### src/rtl/gomoku_defines.svh
// board geometry, widths and pattern weights; include in any file that needs them
`ifndef GOMOKU_DEFINES_SVH
`define GOMOKU_DEFINES_SVH

// cells per side of the square board
`define GOMOKU_BOARD_SIZE 15

// rows first, then columns
`define GOMOKU_NUM_LINES 30

// signed score width
`define GOMOKU_SCORE_W 32

// per-line pattern count, a line holds at most 11 five-cell windows
`define GOMOKU_CNT_W 4

// weight added per matched window
`define GOMOKU_W_FIVE 32'd1000000

`define GOMOKU_W_OPEN_FOUR 32'd100000

// four stones with one end closed by the opponent
`define GOMOKU_W_BLOCKED_FOUR 32'd70000

`define GOMOKU_W_OPEN_THREE 32'd1000

`endif

### src/rtl/gomoku_pkg.sv
// shared stone, sequencer and pattern types; import wherever a module uses them
`include "gomoku_defines.svh"

package gomoku_pkg;

    // cell contents, reset value is empty
    typedef enum logic [1:0] {
        STONE_BLACK   = 2'd0,
        STONE_WHITE   = 2'd1,
        STONE_EMPTY   = 2'd2,
        STONE_INVALID = 2'd3
    } stone_t;

    // line sequencer in line_fetch
    typedef enum logic {
        S_IDLE = 1'b0,
        S_SCAN = 1'b1
    } scan_state_t;

    // index into the per-colour count arrays
    typedef enum logic [1:0] {
        PAT_FIVE         = 2'd0,
        PAT_OPEN_FOUR    = 2'd1,
        PAT_BLOCKED_FOUR = 2'd2,
        PAT_OPEN_THREE   = 2'd3
    } pattern_t;

    // one row or column, element j is cell j along the line
    typedef stone_t [`GOMOKU_BOARD_SIZE-1:0] line_t;

endpackage

### src/rtl/line_fetch.sv
// board storage and line sequencer; feeds one row or column per cycle to pattern_match
`timescale 1ns/100ps
`include "gomoku_defines.svh"

module line_fetch (
    input  logic               i_clk,
    input  logic               i_rst_n,
    input  logic               wr_en_i,
    input  logic [3:0]         wr_row_i,
    input  logic [3:0]         wr_col_i,
    input  gomoku_pkg::stone_t wr_stone_i,
    input  logic               start_i,
    input  logic               done_i,
    output logic               busy_o,
    output logic               line_valid_o,
    output logic               line_last_o,
    output gomoku_pkg::line_t  line_o
);
    import gomoku_pkg::*;

    localparam int N = `GOMOKU_BOARD_SIZE;
    localparam logic [4:0] LAST_LINE = 5'(`GOMOKU_NUM_LINES - 1);

    stone_t      board [N][N];
    scan_state_t state;
    logic [4:0]  line_cnt;
    logic [3:0]  line_idx;
    logic        is_col;
    logic        busy_r;
    logic        accept;
    line_t       sel_line;

    // busy drops in the cycle done is high so the next start lands right after
    assign busy_o = busy_r && !done_i;
    assign accept = start_i && !busy_o;

    assign is_col   = (line_cnt >= 5'(N));
    assign line_idx = is_col ? 4'(line_cnt - 5'(N)) : line_cnt[3:0];

    always_comb begin
        for (int j = 0; j < N; j++) begin
            if (is_col) begin
                sel_line[j] = board[j][line_idx];
            end else begin
                sel_line[j] = board[line_idx][j];
            end
        end
    end

    // cell writes only while idle, off-board addresses dropped
    always_ff @(posedge i_clk or negedge i_rst_n) begin
        if (!i_rst_n) begin
            for (int r = 0; r < N; r++) begin
                for (int c = 0; c < N; c++) begin
                    board[r][c] <= STONE_EMPTY;
                end
            end
        end else if (wr_en_i && !busy_o && wr_row_i < 4'(N) && wr_col_i < 4'(N)) begin
            board[wr_row_i][wr_col_i] <= wr_stone_i;
        end
    end

    always_ff @(posedge i_clk or negedge i_rst_n) begin
        if (!i_rst_n) begin
            state        <= S_IDLE;
            line_cnt     <= '0;
            busy_r       <= 1'b0;
            line_valid_o <= 1'b0;
            line_last_o  <= 1'b0;
        end else begin
            line_valid_o <= 1'b0;
            line_last_o  <= 1'b0;

            if (accept) begin
                busy_r <= 1'b1;
            end else if (done_i) begin
                busy_r <= 1'b0;
            end

            case (state)
                S_IDLE: begin
                    if (accept) begin
                        state    <= S_SCAN;
                        line_cnt <= '0;
                    end
                end
                S_SCAN: begin
                    line_valid_o <= 1'b1;
                    line_last_o  <= (line_cnt == LAST_LINE);
                    if (line_cnt == LAST_LINE) begin
                        state <= S_IDLE;
                    end else begin
                        line_cnt <= line_cnt + 5'd1;
                    end
                end
            endcase
        end
    end

    // line payload
    always_ff @(posedge i_clk) begin
        if (state == S_SCAN) begin
            line_o <= sel_line;
        end
    end

endmodule

### src/rtl/pattern_match.sv
// per-line pattern counter for both colours; one registered stage between fetch and accumulate
`timescale 1ns/100ps
`include "gomoku_defines.svh"

module pattern_match (
    input  logic                               i_clk,
    input  logic                               i_rst_n,
    input  logic                               line_valid_i,
    input  logic                               line_last_i,
    input  gomoku_pkg::line_t                  line_i,
    output logic                               cnt_valid_o,
    output logic                               cnt_last_o,
    output logic [3:0][`GOMOKU_CNT_W-1:0]      black_cnt_o,
    output logic [3:0][`GOMOKU_CNT_W-1:0]      white_cnt_o
);
    import gomoku_pkg::*;

    localparam int N  = `GOMOKU_BOARD_SIZE;
    localparam int CW = `GOMOKU_CNT_W;

    typedef logic [3:0][CW-1:0] cnt_set_t;

    cnt_set_t black_cnt;
    cnt_set_t white_cnt;

    // len cells starting at pos all hold the own colour
    function automatic logic is_run(input line_t ln, input int pos, input int len,
                                    input stone_t own);
        logic hit;
        hit = 1'b1;
        for (int k = 0; k < len; k++) begin
            if (ln[pos + k] != own) begin
                hit = 1'b0;
            end
        end
        return hit;
    endfunction

    function automatic cnt_set_t count_line(input line_t ln, input stone_t own,
                                            input stone_t opp);
        cnt_set_t c;
        c = '0;
        // five-cell windows
        for (int i = 0; i + 5 <= N; i++) begin
            if (is_run(ln, i, 5, own)) begin
                c[PAT_FIVE] = c[PAT_FIVE] + 1'b1;
            end
            if (ln[i] == STONE_EMPTY && is_run(ln, i + 1, 3, own) &&
                ln[i + 4] == STONE_EMPTY) begin
                c[PAT_OPEN_THREE] = c[PAT_OPEN_THREE] + 1'b1;
            end
        end
        // six-cell windows, both ends matter
        for (int i = 0; i + 6 <= N; i++) begin
            if (is_run(ln, i + 1, 4, own)) begin
                if (ln[i] == STONE_EMPTY && ln[i + 5] == STONE_EMPTY) begin
                    c[PAT_OPEN_FOUR] = c[PAT_OPEN_FOUR] + 1'b1;
                end else if ((ln[i] == STONE_EMPTY && ln[i + 5] == opp) ||
                             (ln[i] == opp && ln[i + 5] == STONE_EMPTY)) begin
                    c[PAT_BLOCKED_FOUR] = c[PAT_BLOCKED_FOUR] + 1'b1;
                end
            end
        end
        return c;
    endfunction

    assign black_cnt = count_line(line_i, STONE_BLACK, STONE_WHITE);
    assign white_cnt = count_line(line_i, STONE_WHITE, STONE_BLACK);

    always_ff @(posedge i_clk or negedge i_rst_n) begin
        if (!i_rst_n) begin
            cnt_valid_o <= 1'b0;
            cnt_last_o  <= 1'b0;
        end else begin
            cnt_valid_o <= line_valid_i;
            cnt_last_o  <= line_valid_i && line_last_i;
        end
    end

    // per-colour counts for the line just matched
    always_ff @(posedge i_clk) begin
        black_cnt_o <= black_cnt;
        white_cnt_o <= white_cnt;
    end

endmodule

### src/rtl/score_accum.sv
// weights line counts into per-colour totals and outputs the side-to-move score with done
`timescale 1ns/100ps
`include "gomoku_defines.svh"

module score_accum (
    input  logic                                i_clk,
    input  logic                                i_rst_n,
    input  logic                                start_i,
    input  logic                                turn_i,
    input  logic                                cnt_valid_i,
    input  logic                                cnt_last_i,
    input  logic [3:0][`GOMOKU_CNT_W-1:0]       black_cnt_i,
    input  logic [3:0][`GOMOKU_CNT_W-1:0]       white_cnt_i,
    output logic signed [`GOMOKU_SCORE_W-1:0]   score_o,
    output logic                                done_o
);
    import gomoku_pkg::*;

    typedef logic signed [`GOMOKU_SCORE_W-1:0] score_t;

    score_t black_tot;
    score_t white_tot;
    score_t black_line;
    score_t white_line;
    logic   turn_r;
    logic   last_r;

    function automatic score_t weigh(input logic [3:0][`GOMOKU_CNT_W-1:0] c);
        score_t w;
        w = score_t'(c[PAT_FIVE] * `GOMOKU_W_FIVE);
        w = w + score_t'(c[PAT_OPEN_FOUR] * `GOMOKU_W_OPEN_FOUR);
        w = w + score_t'(c[PAT_BLOCKED_FOUR] * `GOMOKU_W_BLOCKED_FOUR);
        w = w + score_t'(c[PAT_OPEN_THREE] * `GOMOKU_W_OPEN_THREE);
        return w;
    endfunction

    assign black_line = weigh(black_cnt_i);
    assign white_line = weigh(white_cnt_i);

    always_ff @(posedge i_clk or negedge i_rst_n) begin
        if (!i_rst_n) begin
            black_tot <= '0;
            white_tot <= '0;
            turn_r    <= 1'b0;
            last_r    <= 1'b0;
            score_o   <= '0;
            done_o    <= 1'b0;
        end else begin
            last_r <= cnt_valid_i && cnt_last_i;
            done_o <= last_r;

            // start never overlaps valid counts, the scan is idle then
            if (start_i) begin
                black_tot <= '0;
                white_tot <= '0;
                turn_r    <= turn_i;
            end else if (cnt_valid_i) begin
                black_tot <= black_tot + black_line;
                white_tot <= white_tot + white_line;
            end

            // turn 1 means white to move
            if (last_r) begin
                score_o <= turn_r ? (white_tot - black_tot) : (black_tot - white_tot);
            end
        end
    end

endmodule

### src/rtl/board_eval_top.sv
// top level of the board evaluator; connects fetch, match and accumulate stages
`timescale 1ns/100ps
`include "gomoku_defines.svh"

module board_eval_top (
    input  logic                              i_clk,
    input  logic                              i_rst_n,
    input  logic                              wr_en_i,
    input  logic [3:0]                        wr_row_i,
    input  logic [3:0]                        wr_col_i,
    input  gomoku_pkg::stone_t                wr_stone_i,
    input  logic                              start_i,
    input  logic                              turn_i,
    output logic                              busy_o,
    output logic signed [`GOMOKU_SCORE_W-1:0] score_o,
    output logic                              done_o
);
    import gomoku_pkg::*;

    line_t                          line;
    logic                           line_valid;
    logic                           line_last;
    logic                           cnt_valid;
    logic                           cnt_last;
    logic [3:0][`GOMOKU_CNT_W-1:0]  black_cnt;
    logic [3:0][`GOMOKU_CNT_W-1:0]  white_cnt;
    logic                           start_acc;

    // only an accepted start clears the totals
    assign start_acc = start_i && !busy_o;

    line_fetch u_fetch (
        .i_clk        (i_clk),
        .i_rst_n      (i_rst_n),
        .wr_en_i      (wr_en_i),
        .wr_row_i     (wr_row_i),
        .wr_col_i     (wr_col_i),
        .wr_stone_i   (wr_stone_i),
        .start_i      (start_i),
        .done_i       (done_o),
        .busy_o       (busy_o),
        .line_valid_o (line_valid),
        .line_last_o  (line_last),
        .line_o       (line)
    );

    pattern_match u_match (
        .i_clk        (i_clk),
        .i_rst_n      (i_rst_n),
        .line_valid_i (line_valid),
        .line_last_i  (line_last),
        .line_i       (line),
        .cnt_valid_o  (cnt_valid),
        .cnt_last_o   (cnt_last),
        .black_cnt_o  (black_cnt),
        .white_cnt_o  (white_cnt)
    );

    score_accum u_accum (
        .i_clk       (i_clk),
        .i_rst_n     (i_rst_n),
        .start_i     (start_acc),
        .turn_i      (turn_i),
        .cnt_valid_i (cnt_valid),
        .cnt_last_i  (cnt_last),
        .black_cnt_i (black_cnt),
        .white_cnt_i (white_cnt),
        .score_o     (score_o),
        .done_o      (done_o)
    );

endmodule

### config.mk
export PLATFORM = sky130hd
export DESIGN_NAME = board_eval_top
export DESIGN_NICKNAME = d
export VERILOG_FILES = /design/src/rtl/gomoku_pkg.sv /design/src/rtl/line_fetch.sv /design/src/rtl/pattern_match.sv /design/src/rtl/score_accum.sv /design/src/rtl/board_eval_top.sv
export VERILOG_INCLUDE_DIRS = /design/src /design/src/rtl
export SDC_FILE = /design/constraint.sdc
export NUM_CORES = 2
export LEC_CHECK = 0
export ABC_AREA = 1
export BUFFER_PORTS_ARGS = -buffer_cell sky130_fd_sc_hd__buf_2
export CAP_MARGIN = 20
export CORE_ASPECT_RATIO = 0.75
export CORE_MARGIN = 2
export CORE_UTILIZATION = 60
export CTS_CLUSTER_DIAMETER = 150
export DETAILED_ROUTE_END_ITERATION = 12
export PLACE_DENSITY = 0.76
export SYNTH_ARGS = -nofsm -noshare
export SYNTH_HDL_FRONTEND = slang
export SYNTH_SLANG_ARGS = --single-unit
### constraint.sdc
create_clock -name i_clk -period 18.6 [get_ports i_clk]
set_input_delay 0 -clock i_clk [delete_from_list [all_inputs] [get_ports i_clk]]
set_output_delay 0 -clock i_clk [all_outputs]
set_load 0.05 [all_outputs]
# Word level (Yosys, flattened, before mapping)
# Cells that the tools add are included.
# classes
addsub,88
mul,8
magnitude_cmp,8
n_eq_ne,48
muxes,323
n_bitwise,4
reduce_logical,158
# op_table
cell,n
bitwise mux 450 bit,1
2-to-1 mux 4 bit,97
"adder 4 x 1 -> 4 bit, second input constant",72
2-to-1 mux 32 bit,5
2-to-1 mux 8 bit,20
2-to-1 mux 1 bit,129
binary-select mux 2 bit (select 4 bit),15
binary-select mux 30 bit (select 4 bit),1
demux 30 bit (select 4 bit),1
logical AND 1 bit,103
2-to-1 mux 2 bit,46
2-to-1 mux 30 bit,3
adder 32 x 15 -> 32 bit,2
adder 32 x 22 -> 32 bit,2
adder 32 bit,2
subtractor 32 bit,2
adder 24 x 21 -> 25 bit,2
"multiplier 4 x 14 -> 18 bit, second input constant",2
"multiplier 4 x 13 -> 17 bit, second input constant",2
nonzero test 2 bit,17
"multiplier 4 x 12 -> 16 bit, second input constant",2
"equality test 2 x 1 -> 1 bit, second input constant",15
"equality test 2 bit, second input constant",15
logical NOT 2 bit,15
other kinds (20),66
# word_totals
reg_bits,622
in_bits,15
out_inout_bits,34
wordCells,898

# Longest topological paths before layout
# depth
ltp_word,42
depth_mapped,43

# Cells and area by module
# From an unflattened synthesis, not the netlist that was laid out.
# hier_totals
hier_cells,7621
hier_area_um2,50955.1
# by_module_without_submodules
mod,instances,cells_per_inst,area_per_inst_um2
line_fetch,1,3814,26947.1
score_accum,1,2509,16922.5
pattern_match,1,1296,7075.5
board_eval_top,1,2,10.0

# Worst setup path after synthesis
# Ideal clock, no wire load.
# synth_path
path_type,register -> register
from,reg u_fetch.line_o[9] (netlist name)
to,reg u_match.black_cnt_o[1] (netlist name)
t_arrival_ps,6004
required_time_ps,18456
slack_ps,12452
path_stages_with_launch,36
path_buffers,0
period_less_slack_ps,6148
cell_sequence,edfxtp_1 > nor2_4 > nand4_1 > nor3_1 > ha_1 > inv_1 > nand2_1 > nand2_1 > inv_1 > ha_1 > nand2_1 > nand2_1 > ha_1 > nand2_1 > nand2_1 > ha_1 > or2_0 > nand2_1 > inv_1 > ha_1 > or2_2 > and2_1 > ha_1 > nand2_1 > nand2_1 > ha_1 > or2_2 > o21ai_1 > inv_1 > ha_1 > or2_2 > nand2_1 > inv_1 > ha_1 > nand2_1 > o21ai_0
# synth_rtl
element,line_no,source
from (decl),line_fetch.sv:17,output gomoku_pkg::line_t line_o
from (signal assigned),line_fetch.sv:103,line_o <= sel_line;
to (signal assigned),pattern_match.sv:82,black_cnt_o <= black_cnt;
to (decl),pattern_match.sv:13,"output logic [3:0][`GOMOKU_CNT_W-1:0] black_cnt_o,"

==> summary.txt <==
Run status
  • Status: complete, no violations

Power and ir drop
  • Worst VDD drop: 0.000167 V
  • Leakage power: 23.6 nW
  • Cell Pwr Density: between 100 and 150 nW/um2
  • Tot Pwr: 0.00719 W

Synthesis
  • Simple-gate share of the synthesized area: roughly a quarter
  • Most frequent cells after synthesis: nand2_1 (1703), inv_1 (797), o21ai_0 (791)
  • Top post-synthesis cells by area: dfrtp_1 (17%), nand2_1 (13%), dfstp_2 (12%), ha_1 (9.7%), o21ai_0 (8.3%)
  • Asr flop ratio synth: between 80 and 90%
  • Cell Area, Synth: between 40000 and 50000 um2
  • Synth Area in XOR/XNOR: between 3 and 4%
  • Synth area leader: dfrtp_1
  • Synth Register Bits: just over 600
  • Post-synthesis compound-gate area fraction: 18.4%
  • Synth warn: 0
  • Mapped Cells: around 6600
  • Largest family of logic cells by synthesized area: simple AND/OR/NAND/NOR gates
  • Netlist cell types: a little under 70
  • Syn avg cell area: 7.29 um2
  • Post-synth EDFFs: 30
  • Top-area cell type share of the netlist area: 17.1%
  • Post-Synth Adder-Cell Area: a little over an eighth
  • Post-synth top flop: dfrtp_1
  • Seq/Total Area, Yosys: approximately a third
  • Most numerous cell in the Yosys netlist: nand2_1
  • Post-synthesis mux area share: less than 1%

GRT
  • GR Overflow Total: 0
  • Largest net degree at the start of global routing: ~170
  • Initial antenna violation count: 5
  • First-pass GRT wire length: around 230 mm
  • Vias in the first global route: 41500
  • All-layer global routing usage: a little over a third

Critical path
  • Worst-path fanout max: 6
  • Crit path launch type: flop
  • CP required: about 19 ns
  • Most frequent CP cell: nand2_1
  • Slowest cell on crit path: edfxtp_1
  • Delay of the slowest critical-path stage: approximately 0.42 ns
  • Kind of end point of the critical path: flop
  • CP Data Arrival Time: about 7.3 ns
  • Critical path class: reg2reg

Route
  • Drt pass-1 iters: 7
  • Wire length per cell: about 20 um
  • DRC violations left: 0
  • Routed Antenna Nets: 0
  • Routed Wire Length: 150 mm
  • Via count: around 46000
  • Vias per cell: between 6 and 7
  • First-iteration detailed-routing DRC count: about 6100

Clocking
  • Sink Count: just over 600
  • CTS tree: built
  • Post-CTS setup buffer count: 0
  • Clock Path Buffers: 3
  • Hold buffers post-CTS: 10
  • Total CTS buffers: 67
  • Clk slew on worst S/H paths: 0.07 ns
  • Clk_lat worst skew: between 0.6 and 0.7 ns
  • CTS H-tree depth: 3
  • CTS root buffer: clkbuf_16
  • PostCTS Resize Cnt: 0

Placed design
  • Placed insts: ~7400
  • GP Congestion: about 1
  • PortBufs: 45
  • Setup Slack @ Placement: approximately 12 ns
  • Final HPWL DP: 110 mm

Die
  • IO Count: 49
  • Vert. Die Dim: about 250 um
  • Die X: 330 um
  • Core footprint: between 70000 and 80000 um2
  • Die ar.: around 80000 um2
  • Row cnt: between 80 and 90
  • Initial Utilization: roughly three fifths

STA
  • Setup ws final: 11.86 ns
  • Clock period minus worst slack: roughly 6.7 ns
  • Worst slew pin tran: 1.22 ns
  • RSZ-0062 raised after global routing: no
  • Total negative slack: 0 ns
  • Clock Skews: 0.0463 ns
  • Max-slew violations: 0
  • Final setup vio count: 0
  • Final worst-path cycle share: 36.2%
  • Final hold vios: 0
  • Max Freq: roughly 150 MHz
  • Max-slew headroom: 18.3%

Final layout
  • Nets: ~7000
  • Share of post-route cells with drive strength above 1: 8.77%
  • Final Util: between 60% and 70%
  • Final std cells w/o fill: between 7000 and 8000
  • Fillers: a little under 7000
  • FF+latch area: approximately 16000 um2
  • Multi-input gate area: roughly 28000 um2
  • Area Overhead vs Synth: 7.29%

Min path
  • Hold Crit Class: in2async

Flow run
  • Max Cap Viol: 0
## metal layers
layer	GRT usage [%]	part of all wire, %	vias to the layer above
met2	49.8	39	2388
met1	54.4	44	21300
met4	9.09	2.5	4
met5	0	0.018	-
met3	13.0	14	267
li1	-	-	21600
## metrics by stage
| step | cell area, um2 | hold WS [ns] |
|---|---|---|
| after floorplan | 47800 | -0.296 |
| after detailed placement | 48900 | 0.131 |
| after global placement | 48800 | 0.127 |
| after global routing | 51200 | 0.0600 |
| after CTS | 51200 | 0.00348 |
| final | 51200 | 0.00618 |
## worst max-delay path, delay by kind of cell (launching register included)
kind	cells	cell delay (ns)
compound gates	2	0.37
fa+ha+maj	9	2.54
buf+inv	7	0.61
simple gates	20	2.55
flops	1	0.42
xor+xnor	1	0.15
## placed cells by master, fill, tap and decap left out, types with 18 or more instances in the layout
master	n
a21oi_1	280
nand2_2	23
buf_4	39
inv_1	796
nor3_1	24
clkbuf_16	69
inv_2	20
xor2_1	112
o22ai_1	41
buf_2	44
nor2_2	39
dfstp_2	225
dfxtp_1	32
o211ai_1	173
nand2_1	1702
fa_1	88
xnor2_1	58
edfxtp_1	30
nand4_1	28
clkbuf_1	18
nand3_1	397
o21ai_0	791
nor2_1	401
o221ai_1	107
a31oi_1	25
dfrtp_1	326
ha_1	369
## cells by family (layout without fill, tap and decap cells)
logic type / Yosys count / in the layout
other: 1 / 7
buffers and inverters: 1090 / 1053
DFF: 613 / 613
muxes: 7 / 7
xor gates and xnor gates: 174 / 174
AOI/OAI and AO/OA: 1522 / 1522
and+or+nand+nor: 2690 / 2690
adders and majority gates: 457 / 457
## flip-flops by register name (all words and copies together), names as in the netlist, 5 cells and up
name                 count
u_fetch.line_cnt         5
u_fetch.board          450
u_fetch.line_o          30
u_match.black_cnt_o     16
u_accum.white_tot       29
u_accum.score_o         29
u_accum.black_tot       29
u_match.white_cnt_o     16
## where the power goes
part | leakage, nW | switching [W] | internal [W] | total, W
clock | 1.08 | 0.000610 | 0.000770 | 0.00138
sequential | 7.30 | 0.000173 | 0.00151 | 0.00168
combinational | 15.2 | 0.00304 | 0.00109 | 0.00413
total | 23.6 | 0.00382 | 0.00337 | 0.00719
## area by class of cell
class | instances | area share (%)
diodes | 3 | 0.0146
repair buffers | 104 | 1.63
clock buffers | 96 | 3.72
well taps | 1046 | 2.55
clock inverters | 27 | 0.613
inverters | 826 | 6.09
multi-input cells | 4854 | 54.9
flip-flops and latches | 613 | 30.5
## worst paths after layout
| kind | slack, ns | cells past startpoint | endpoint | from |
|---|---|---|---|---|
| max | 11.86 | 39 | u_match.white_cnt_o[2]$_DFF_P_ | u_fetch.line_o[5]$_DFFE_PP_ |
| min in group i_clk | 0.03 | 3 | u_fetch.board[431]$_DFFE_PN1P_ | wr_stone_i[1] |
| min | 0.006 | 2 | u_fetch.board[400]$_DFFE_PN0P_ | i_rst_n |
| min reg2reg | 0.39 | 0 | u_match.cnt_valid_o$_DFF_PN0_ | u_fetch.line_valid_o$_DFF_PN0_ |
| max reg2reg | 11.86 | 39 | u_match.white_cnt_o[2]$_DFF_P_ | u_fetch.line_o[5]$_DFFE_PP_ |
| max in group asynchronous | 16.33 | 4 | u_fetch.board[78]$_DFFE_PN0P_ | i_rst_n |
No activity file was read; power rests on OpenSTA's default activity.
